<file path="config.mk">
export PLATFORM = sky130hd
export DESIGN_NAME = cnn_concat_2in
export DESIGN_NICKNAME = d
export VERILOG_FILES = /design/src/logic/cnn_concat_pkg.sv /design/src/logic/cnn_concat_2in.sv /design/src/logic/concat_sequencer.sv /design/src/logic/channel_fifo.sv
export SDC_FILE = /design/constraint.sdc
export NUM_CORES = 1
export LEC_CHECK = 0
export ABC_AREA = 0
export BUFFER_PORTS_ARGS = -buffer_cell sky130_fd_sc_hd__buf_2
export CAP_MARGIN = 15
export CORE_ASPECT_RATIO = 1.4
export CORE_MARGIN = 2
export CORE_UTILIZATION = 62
export DETAILED_ROUTE_END_ITERATION = 12
export GPL_ROUTABILITY_DRIVEN = 0
export MAX_ROUTING_LAYER = met4
export PLACE_DENSITY = 0.8
export SLEW_MARGIN = 5
export SYNTH_ARGS = -nofsm -noshare
export SYNTH_HDL_FRONTEND = slang
export SYNTH_SLANG_ARGS = --single-unit
</file>
<file path="constraint.sdc">
create_clock -name clk -period 5.49 [get_ports clk]
set_input_delay 0.2745 -clock clk [delete_from_list [all_inputs] [get_ports clk]]
set_output_delay 0.2745 -clock clk [all_outputs]
set_load 0.02 [all_outputs]
</file>
<file path="src/logic/cnn_concat_pkg.sv">
package cnn_concat_pkg;

  //////////////////////////////////////////////////////////////////////
  // data path
  //////////////////////////////////////////////////////////////////////

  // width of one channel word on every stream
  localparam int DATA_WIDTH = 32;

  //////////////////////////////////////////////////////////////////////
  // sequencer
  //////////////////////////////////////////////////////////////////////

  // idle, then draining the A words of a pixel, then the B words
  typedef enum logic [1:0] {
    ST_IDLE   = 2'd0,
    ST_READ_A = 2'd1,
    ST_READ_B = 2'd2
  } seq_state_t;

  //////////////////////////////////////////////////////////////////////
  // helpers
  //////////////////////////////////////////////////////////////////////

  // bits needed for an occupancy of 0 up to depth
  function automatic int cnt_width(input int depth);
    return $clog2(depth + 1);
  endfunction

endpackage
</file>
<file path="src/logic/cnn_concat_2in.sv">
module cnn_concat_2in #(
  parameter int CH_A       = 8,
  parameter int CH_B       = 2,
  parameter int FIFO_DEPTH = 16
) (
  input  logic                                  clk,
  input  logic                                  reset,
  input  logic                                  valid_a,
  input  logic [cnn_concat_pkg::DATA_WIDTH-1:0] in_a,
  input  logic                                  valid_b,
  input  logic [cnn_concat_pkg::DATA_WIDTH-1:0] in_b,
  output logic [cnn_concat_pkg::DATA_WIDTH-1:0] out,
  output logic                                  valid_out,
  output logic                                  overflow
);
  import cnn_concat_pkg::*;

  localparam int CNT_W = cnt_width(FIFO_DEPTH);

  logic [CNT_W-1:0]      count_a;
  logic [CNT_W-1:0]      count_b;
  logic [DATA_WIDTH-1:0] dout_a;
  logic [DATA_WIDTH-1:0] dout_b;
  logic                  rd_a;
  logic                  rd_b;
  logic                  overflow_a;
  logic                  overflow_b;

  // a pixel has to fit in each fifo
  if ((FIFO_DEPTH < CH_A) || (FIFO_DEPTH < CH_B)) begin : g_depth_too_small
    $error("cnn_concat_2in: FIFO_DEPTH smaller than a pixel");
  end

  if ((FIFO_DEPTH & (FIFO_DEPTH - 1)) != 0) begin : g_depth_not_pow2
    $error("cnn_concat_2in: FIFO_DEPTH must be a power of two");
  end

  //////////////////////////////////////////////////////////////////////
  // input buffering, one fifo per stream
  //////////////////////////////////////////////////////////////////////

  channel_fifo #(.DEPTH(FIFO_DEPTH)) fifo_a (
    .clk      (clk),
    .reset    (reset),
    .wr_en    (valid_a),
    .din      (in_a),
    .rd_en    (rd_a),
    .dout     (dout_a),
    .count    (count_a),
    .overflow (overflow_a)
  );

  channel_fifo #(.DEPTH(FIFO_DEPTH)) fifo_b (
    .clk      (clk),
    .reset    (reset),
    .wr_en    (valid_b),
    .din      (in_b),
    .rd_en    (rd_b),
    .dout     (dout_b),
    .count    (count_b),
    .overflow (overflow_b)
  );

  //////////////////////////////////////////////////////////////////////
  // pixel sequencer
  //////////////////////////////////////////////////////////////////////

  concat_sequencer #(
    .CH_A  (CH_A),
    .CH_B  (CH_B),
    .CNT_W (CNT_W)
  ) u_sequencer (
    .clk       (clk),
    .reset     (reset),
    .count_a   (count_a),
    .count_b   (count_b),
    .data_a    (dout_a),
    .data_b    (dout_b),
    .rd_a      (rd_a),
    .rd_b      (rd_b),
    .out       (out),
    .valid_out (valid_out)
  );

  // either stream dropping a word
  assign overflow = overflow_a | overflow_b;

endmodule

</file>
<file path="src/logic/concat_sequencer.sv">
module concat_sequencer #(
  parameter int CH_A  = 8,
  parameter int CH_B  = 2,
  parameter int CNT_W = 5
) (
  input  logic                                  clk,
  input  logic                                  reset,
  input  logic [CNT_W-1:0]                      count_a,
  input  logic [CNT_W-1:0]                      count_b,
  input  logic [cnn_concat_pkg::DATA_WIDTH-1:0] data_a,
  input  logic [cnn_concat_pkg::DATA_WIDTH-1:0] data_b,
  output logic                                  rd_a,
  output logic                                  rd_b,
  output logic [cnn_concat_pkg::DATA_WIDTH-1:0] out,
  output logic                                  valid_out
);
  import cnn_concat_pkg::*;

  localparam int CH_MAX = (CH_A > CH_B) ? CH_A : CH_B;
  localparam int WC_W   = $clog2(CH_MAX + 1);

  seq_state_t      state;
  seq_state_t      state_next;
  logic [WC_W-1:0] word_cnt;
  logic            pixel_ready;
  logic            next_ready;
  logic            last_a;
  logic            last_b;
  logic            rd_d1;
  logic            sel_b_d1;

  //////////////////////////////////////////////////////////////////////
  // pixel availability
  //////////////////////////////////////////////////////////////////////

  // one whole pixel waiting on both streams
  assign pixel_ready = (count_a >= CNT_W'(CH_A)) && (count_b >= CNT_W'(CH_B));

  // on the last B read that word still sits in count_b
  assign next_ready = (count_a >= CNT_W'(CH_A)) && (count_b >= CNT_W'(CH_B + 1));

  assign rd_a   = (state == ST_READ_A);
  assign rd_b   = (state == ST_READ_B);
  assign last_a = rd_a && (word_cnt == WC_W'(CH_A - 1));
  assign last_b = rd_b && (word_cnt == WC_W'(CH_B - 1));

  //////////////////////////////////////////////////////////////////////
  // state machine
  //////////////////////////////////////////////////////////////////////

  always_comb begin
    state_next = state;
    case (state)
      ST_IDLE: begin
        if (pixel_ready) begin
          state_next = ST_READ_A;
        end
      end
      ST_READ_A: begin
        if (last_a) begin
          state_next = ST_READ_B;
        end
      end
      ST_READ_B: begin
        // back to back pixels skip idle
        if (last_b) begin
          state_next = next_ready ? ST_READ_A : ST_IDLE;
        end
      end
      default: state_next = ST_IDLE;
    endcase
  end

  always_ff @(posedge clk) begin
    if (reset) begin
      state    <= ST_IDLE;
      word_cnt <= '0;
    end else begin
      state <= state_next;
      if (last_a || last_b) begin
        word_cnt <= '0;
      end else if (rd_a || rd_b) begin
        word_cnt <= word_cnt + 1'b1;
      end
    end
  end

  //////////////////////////////////////////////////////////////////////
  // output pipeline
  //////////////////////////////////////////////////////////////////////

  // stage 1 tracks the fifo read register and stage 2 is the output register
  always_ff @(posedge clk) begin
    if (reset) begin
      rd_d1     <= 1'b0;
      sel_b_d1  <= 1'b0;
      valid_out <= 1'b0;
      out       <= '0;
    end else begin
      rd_d1     <= rd_a || rd_b;
      sel_b_d1  <= rd_b;
      valid_out <= rd_d1;
      if (rd_d1) begin
        out <= sel_b_d1 ? data_b : data_a;
      end
    end
  end

endmodule

</file>
<file path="src/logic/channel_fifo.sv">
module channel_fifo #(
  parameter int DEPTH = 16
) (
  input  logic                                        clk,
  input  logic                                        reset,
  input  logic                                        wr_en,
  input  logic [cnn_concat_pkg::DATA_WIDTH-1:0]       din,
  input  logic                                        rd_en,
  output logic [cnn_concat_pkg::DATA_WIDTH-1:0]       dout,
  output logic [cnn_concat_pkg::cnt_width(DEPTH)-1:0] count,
  output logic                                        overflow
);
  import cnn_concat_pkg::*;

  localparam int PTR_W = $clog2(DEPTH);
  localparam int CNT_W = cnt_width(DEPTH);

  logic [DATA_WIDTH-1:0] mem [DEPTH];
  logic [PTR_W-1:0]      wr_ptr;
  logic [PTR_W-1:0]      rd_ptr;
  logic                  full;
  logic                  empty;
  logic                  wr_ok;
  logic                  rd_ok;

  assign full  = (count == CNT_W'(DEPTH));
  assign empty = (count == '0);
  assign rd_ok = rd_en && !empty;
  // a pop in the same cycle frees the slot that a write on full needs
  assign wr_ok = wr_en && (!full || rd_ok);

  //////////////////////////////////////////////////////////////////////
  // storage and registered read port
  //////////////////////////////////////////////////////////////////////

  always_ff @(posedge clk) begin
    if (wr_ok) begin
      mem[wr_ptr] <= din;
    end
    // popped word shows on dout the cycle after rd_en
    if (rd_ok) begin
      dout <= mem[rd_ptr];
    end
  end

  //////////////////////////////////////////////////////////////////////
  // pointers, occupancy, overflow
  //////////////////////////////////////////////////////////////////////

  always_ff @(posedge clk) begin
    if (reset) begin
      wr_ptr   <= '0;
      rd_ptr   <= '0;
      count    <= '0;
      overflow <= 1'b0;
    end else begin
      // pointers wrap on their own, depth is a power of two
      if (wr_ok) begin
        wr_ptr <= wr_ptr + 1'b1;
      end
      if (rd_ok) begin
        rd_ptr <= rd_ptr + 1'b1;
      end
      case ({wr_ok, rd_ok})
        2'b10:   count <= count + 1'b1;
        2'b01:   count <= count - 1'b1;
        default: count <= count;
      endcase
      // dropped write, held until reset
      if (wr_en && full && !rd_ok) begin
        overflow <= 1'b1;
      end
    end
  end

  // sequencer must only pop words that are there
  a_no_read_empty: assert property (@(posedge clk) disable iff (reset)
    rd_en |-> (count != '0))
    else $error("channel_fifo: read while empty");

  a_count_bound: assert property (@(posedge clk) disable iff (reset)
    count <= CNT_W'(DEPTH))
    else $error("channel_fifo: occupancy above depth");

endmodule

</file>
After elaboration in Yosys (flattened, before gate mapping)
Memory sizes are Yosys's and may differ from the RTL's. A register that Yosys moved wholly into a read port is not among the register bits.
Cells that the tools add are included.
Operators by class
  $add $sub $neg: 9
  magnitude comparators: 3
  eq/ne operators: 13
  muxes and demuxes: 12
  bitwise gates (word level): 1
  reductions and logical operators: 29
Operators with widths (count)
  $mux 32: 1
  $add 4x1->4 const B: 5
  $pmux 5 s2: 2
  $logic_and 1x1->1: 12
  $add 5x1->5 const B: 2
  $eq 5x5->1 const B: 2
  $ge 5x2->1 const B: 2
  $logic_not 5->1: 2
  $sub 5x1->5 const B: 2
  $eq 2x1->1 const B: 3
  $eq 2x2->1 const B: 3
  $logic_not 1->1: 6
  $mux 2: 3
  $ne 2x1->1 const B: 3
  $pmux 2 s3: 1
  $ge 5x4->1 const B: 1
  $mux 1: 5
  $eq 4x1->1 const B: 1
  $eq 4x3->1 const B: 1
  $logic_or 1x1->1: 4
  $reduce_bool 2->1: 2
  $reduce_and 3->1: 1
  $logic_not 2->1: 1
  $reduce_or 2->1: 1
  $or 1x1->1: 1
Storage, ports and cells
  bits in registers: 69
  RAM bits: 1024
  input port bits: 68
  output and inout port bits: 34
  logic and storage cells: 83
  memories: 2
Memory list
  fifo_a.mem: depth 16, width 32, rd ports 1, clocked after memory_dff 1, wr ports 1, line channel_fifo.sv:18  | logic [DATA_WIDTH-1:0] mem [DEPTH];
  fifo_b.mem: depth 16, width 32, rd ports 1, clocked after memory_dff 1, wr ports 1, line channel_fifo.sv:18

Longest topological paths before layout
  depth in word-level cells: 7
  depth in mapped cells: 13
  depth with buffers taken out: 12

By module
A second synthesis with hierarchy kept.
Second synthesis, totals
  cell total of the unflattened synthesis: 1903
  area total of the unflattened synthesis: 43952.2 µm²
Modules (own cells, without submodules)
  channel_fifo: times used 2, cells an instance 854, area each 21022.7 µm², seq. area each 16615.9 µm²
  concat_sequencer: times used 1, cells an instance 194, area each 1900.6 µm², seq. area each 820.8 µm²
  cnn_concat_2in: times used 1, cells an instance 1, area each 6.3 µm², seq. area each 0.0 µm²

Least setup slack after synthesis
OpenSTA, ideal clock, no wires.
  path type: register to register
  start point: reg u_sequencer.state[1]
  end point: mem fifo_a.mem[0][0], enable pin
  library setup time: 0.461 ns
  arrival: 3.339 ns
  required time: 5.029 ns
  slack: 1.690 ns
  cell stages (with the launch flop): 7
  path buffers: 0
  period minus slack after synthesis: 3.800 ns
  path through: dfxtp_1 inv_1 ha_1 nand2b_1 o21a_4 nand2_1 nor3_1
Between the ends
  longest elaborated chain between the ends: 6
Ends and longest elaborated chain
  start, declared: line concat_sequencer.sv:22  | seq_state_t state;
  start signal, assigned: line concat_sequencer.sv:79  | state <= state_next;
  $eq 2x1->1: line concat_sequencer.sv:42  | assign rd_a = (state == ST_READ_A);
  $logic_and 1x1->1: line channel_fifo.sv:28  | assign rd_ok = rd_en && !empty;
  $logic_or 1x1->1: line channel_fifo.sv:30  | assign wr_ok = wr_en && (!full || rd_ok);
  $logic_and 1x1->1: line channel_fifo.sv:30
  $mux 1: line channel_fifo.sv:37  | if (wr_ok) begin
  $mux 1 (not written as such): line channel_fifo.sv:38  | mem[wr_ptr] <= din;
  end, declared: line channel_fifo.sv:18
Every way passes these cells.

Final worst setup path
  start point: reg fifo_b.count[2] (netlist name)
  end point: reg fifo_b.count[4] (netlist name)
Between the ends
  longest elaborated chain between the ends: 7
  elaborated cells between the ends (all ways): 13
  classes of those cells: 2 x add/sub; 3 x eq/ne; 1 x mux; 7 x reduce/logical
Ends and longest elaborated chain
  start, declared: line channel_fifo.sv:10  | output logic [cnn_concat_pkg::cnt_width(DEPTH)-1:0] count,
  start signal, assigned: line channel_fifo.sv:65  | 2'b10: count <= count + 1'b1;
  start signal, assigned: line channel_fifo.sv:66  | 2'b01: count <= count - 1'b1;
  start signal, assigned: line channel_fifo.sv:67  | default: count <= count;
  $logic_not 5->1 *: line channel_fifo.sv:27  | assign empty = (count == '0);
  $logic_not 1->1 *: line channel_fifo.sv:28
  $logic_and 1x1->1 *: line channel_fifo.sv:28
  net fifo_b.rd_ok: line channel_fifo.sv:24  | logic rd_ok;
  $logic_or 1x1->1: line channel_fifo.sv:30
  $logic_and 1x1->1: line channel_fifo.sv:30
  $eq 2x1->1 / $eq 2x2->1 (equally long branches): line channel_fifo.sv:64  | case ({wr_ok, rd_ok})
  $pmux 5 s2 / $reduce_bool 2->1 (equally long branches)
Mark *: on every way through the listed nets, which the timed path passes. The rest lies on a longest branch.
A chain may end at the register's enable or synchronous reset.

==> summary.log <==
qor: setup_path.cell_type_group_with_the_largest_total_delay_on_the_critical_path compound AO/OA/AOI/OAI gates
qor: cells_and_area.num-nets-final 2359
qor: routing.drt_wl_total 98.4 mm
qor: setup_path.worst_r2r_endpoint fifo_b.count[4]
qor: setup_path.highest_delay_cell_along_the_critical_path or4_4
qor: timing.final_min_period_over_clock_period 0.681
qor: timing.timing_worst_slew_pin_value 1190 ps
qor: placed_design.numPortBuffers 101
qor: timing.fin_worst_skew 19.9 ps
qor: timing.unrepaired_setup_endpoints_after_global_routing false
qor: synth.postSynthAreaPerCell 21.2 um2
qor: floorplan.initial_core_utilization 0.625
qor: timing.setup_violations 0
qor: placed_design.hpwl_reported_at_the_end_of_detailed_placement 52.0 mm
qor: floorplan.placementRows 115
qor: clocking.clock_path_buffers 3
qor: timing.slew-limit-headroom 0.204
qor: routing.drt-initial-drc-count 2522
qor: floorplan.die-width 229 um
qor: min_path.hp-class in2reg
qor: pwr.cellPowerDensity 406 mW/mm2
qor: routing.detailedRoute.firstPassIterationCount 6
qor: setup_path.worst_setup_path_end_kind flop
qor: cells_and_area.layout_commonest_cell edfxtp_1
qor: synth.seq_area_frac_synth 0.775
qor: routing.vias 21709
qor: setup_path.cp_data_required_time 6000 ps
qor: clocking.post_cts_resized 0
qor: timing.peak_clock_frequency_supported_by_timing 267 MHz
qor: clocking.cts_post_setup_buffers_inserted 0
qor: synth.yosysWarnings 0
qor: global_route.antenna_violations_before_repair 5
qor: global_route.maximum_number_of_pins_on_one_net_before_global_route_repair 69
qor: run_status.status completed
qor: setup_path.worst-setup-path-type reg2reg
qor: placed_design.numPlacedInstances 3036
qor: pwr.p_leak 15.7 nW
qor: global_route.first_global_vias 22926
qor: routing.detail_route.drc_violations 0
qor: setup_path.path_max_fanout 34
qor: routing.ant_nets 0
qor: synth.synth_enable_flop_cells 1088
qor: setup_path.start_kind flop
qor: floorplan.die-height 319 um
qor: clocking.tritoncts built
qor: synth.synthesis.nets 2160
qor: clocking.clockRootBuffer clkbuf_16
qor: setup_path.critical-path-max-stage-delay 600 ps
qor: floorplan.coreArea 0.0702 mm2
qor: clocking.clk_latency 670 ps
qor: min_path.whs_path_depth 1
qor: setup_path.timing.critical_path.buf_inv 2
qor: synth.synth_ff_type edfxtp_1
qor: floorplan.io_pins 102
qor: clocking.htree_num_levels 3
qor: global_route.grt_util_all_layers 0.283
qor: routing.avgRoutedWirePerCell 29.8 um
qor: global_route.remaining_overflow_grt 0
qor: setup_path.reg2reg_setup_slack 1750 ps
qor: timing.slew_viol_final 0
qor: timing.timing_hold_violations_final 0
qor: cells_and_area.most_used_cells_in_the_layout_excluding_fill_and_tap_cells 1088 x edfxtp_1, 256 x mux4_2, 129 x a22oi_1
qor: routing.route.detailed.vias_per_inst 6.59
qor: timing.whs 22.6 ps
qor: setup_path.number_of_cell_instances_on_the_worst_register_to_register_path 11
qor: setup_path.worstPathCellList or4_4 -> o21ai_2 -> inv_1 -> buf_4 -> ha_1 -> xor2_1 -> ha_1 -> a21oi_1 -> a22oi_1 -> a221oi_1 -> o311ai_0
qor: synth.async_reset_ff_frac 0
qor: clocking.post_cts_clock_slew_at_the_launch_and_capture_registers_of_the_worst_setup_and_hold_paths 70 ps
qor: cells_and_area.final_cell_count_no_fill 3296
qor: setup_path.worst-endpoint-arrival 4250 ps
qor: job.max_capacitance_violation_count 0
qor: pwr.vdd_drop_max 0.330 mV
qor: timing.setup-tns-final 0 ps
qor: synth.netlist-cell-type-count 55
qor: timing.period_needed 3740 ps
qor: floorplan.die_area 0.0730 mm2
qor: global_route.grt_pass1_wl 146 mm
qor: synth.synth-seq-cells 1157
qor: cells_and_area.final_layout_size_suffix_gt1_frac 0.265
qor: synth.post_synth_inst_count 2070
qor: synth.synth.cell_area 0.0439 mm2
qor: placed_design.placed_area 0.0458 mm2
qor: min_path.holdPathEnd fifo_a.mem[12][25]
qor: setup_path.cpMostUsedCell ha_1
qor: min_path.hold_path_startpoint in_a[25]
qor: setup_path.crit-reg2reg-launch fifo_b.count[2]
qor: clocking.clock_buffers_created_by_tritoncts 101
qor: clocking.clock-sinks 1157
qor: cells_and_area.finalInstanceArea 0.0499 mm2
qor: cells_and_area.areaGrowthSynthToFinish 13.7%
-- logic make-up (layout without fill, tap and decap cells) --
family	count (synthesis)	after routing	synth area share
flops	1157	1157	0.775
compound gates	208	208	0.0360
fa+ha+maj	22	22	0.00627
mux	295	295	0.140
simple gates	229	229	0.0231
other cells	0	5	0
buf+inv	136	421	0.0144
xor+xnor	23	23	0.00459
-- registers in the layout (all words and copies together) (netlist names) --
name	cells
fifo_a.mem	512
fifo_b.mem	512
fifo_a.dout	32
fifo_b.dout	32
u_sequencer.out	32
fifo_a.count	5
fifo_b.count	5
fifo_a.rd_ptr	4
fifo_a.wr_ptr	4
fifo_b.rd_ptr	4
fifo_b.wr_ptr	4
u_sequencer.word_cnt	4
u_sequencer.state	2
fifo_a.overflow	1
fifo_b.overflow	1
u_sequencer.rd_d1	1
u_sequencer.sel_b_d1	1
u_sequencer.valid_out	1
-- worst register-to-register path: stages (launching register included) --
cell      delay, ps
dfxtp_1         430
or4_4           600
o21ai_2         220
inv_1            70
buf_4           290
ha_1            400
xor2_1          190
ha_1            230
a21oi_1         330
a22oi_1         240
a221oi_1        390
o311ai_0        200
-- through the flow --
stage	worst slack [ps]	util	total power, mW
global placement	2100	0.651	12.9
detailed placement	1870	0.652	13.0
finish	1750	0.711	20.3
floorplan	1690	-	12.2
global route	1530	0.711	20.9
CTS	1820	0.710	20.4
-- worst max path at each step --
stage,depth (start not counted),endpoint,start
after floorplan,6,fifo_a.mem[0][0],u_sequencer.state[1]
after global placement,11,fifo_b.count[4],fifo_b.count[1]
after detailed placement,11,fifo_b.count[4],fifo_b.count[2]
after CTS,11,fifo_b.count[4],fifo_b.count[2]
after global routing,11,fifo_b.count[4],fifo_b.count[2]
final,11,fifo_b.count[4],fifo_b.count[2]
-- cell type report --
class | instances | area, um2
diodes | 5 | 12.5
clock buffers | 124 | 2750
clock inverters | 65 | 723
fillers | 4045 | 20300
inverters | 14 | 58.8
multi-input cells | 777 | 9490
flip-flops and latches | 1157 | 34100
well taps | 936 | 1170
repair buffers | 218 | 1650
-- power by group --
group / switching (mW) / internal, mW / total (mW)
clock network: 3.12 / 4.28 / 7.40
logic: 1.36 / 1.06 / 2.42
registers: 0.295 / 10.1 / 10.4
-- repair_timing --
| action | CTS | global route |
|---|---|---|
| hold endpoints to repair | 950 | 0 |
| hold buffers | 64 | 0 |
| endpoints found under the setup margin | 0 | 0 |
-- cells in the mapped netlist, drive strengths merged, types with 2 or more instances --
master  number  area, um2
mux2i       37        370
edfxtp    1088      32700
ha          22        275
xnor2        5       43.8
a21oi       10       53.8
o311ai       2       17.5
o211ai       9       95.1
o21ai        8       47.6
and2         2       12.5
clkbuf      72        290
nor2        92        345
nand2       80        303
nor3        11       55.1
dfxtp       69       1380
o21a         2       30.0
and3         4       25.0
or3          2       12.5
clkinv       2       13.8
a221oi       2       17.5
nand3        2       10.0
nor2b        9       56.3
o22ai        2       12.5
nor4b        2       17.5
a21o         2       15.0
a211oi      33        248
a22oi      129        968
nand2b      13       81.3
or4          4       37.5
nor3b        4       30.0
inv         12       45.0
mux2         2       22.5
xor2        18        158
a31oi        3       18.8
mux4       256       5770
buf         50        284
-- per-layer routing --
layer	track usage	up-vias	routed length (um)
met3	0.0414	259	7490
met1	0.335	11292	33800
met4	0.115	0	3810
li1	-	8974	-
met2	0.491	1184	53300
met5	-	-	0
No activity file was read; power rests on OpenSTA's default activity.
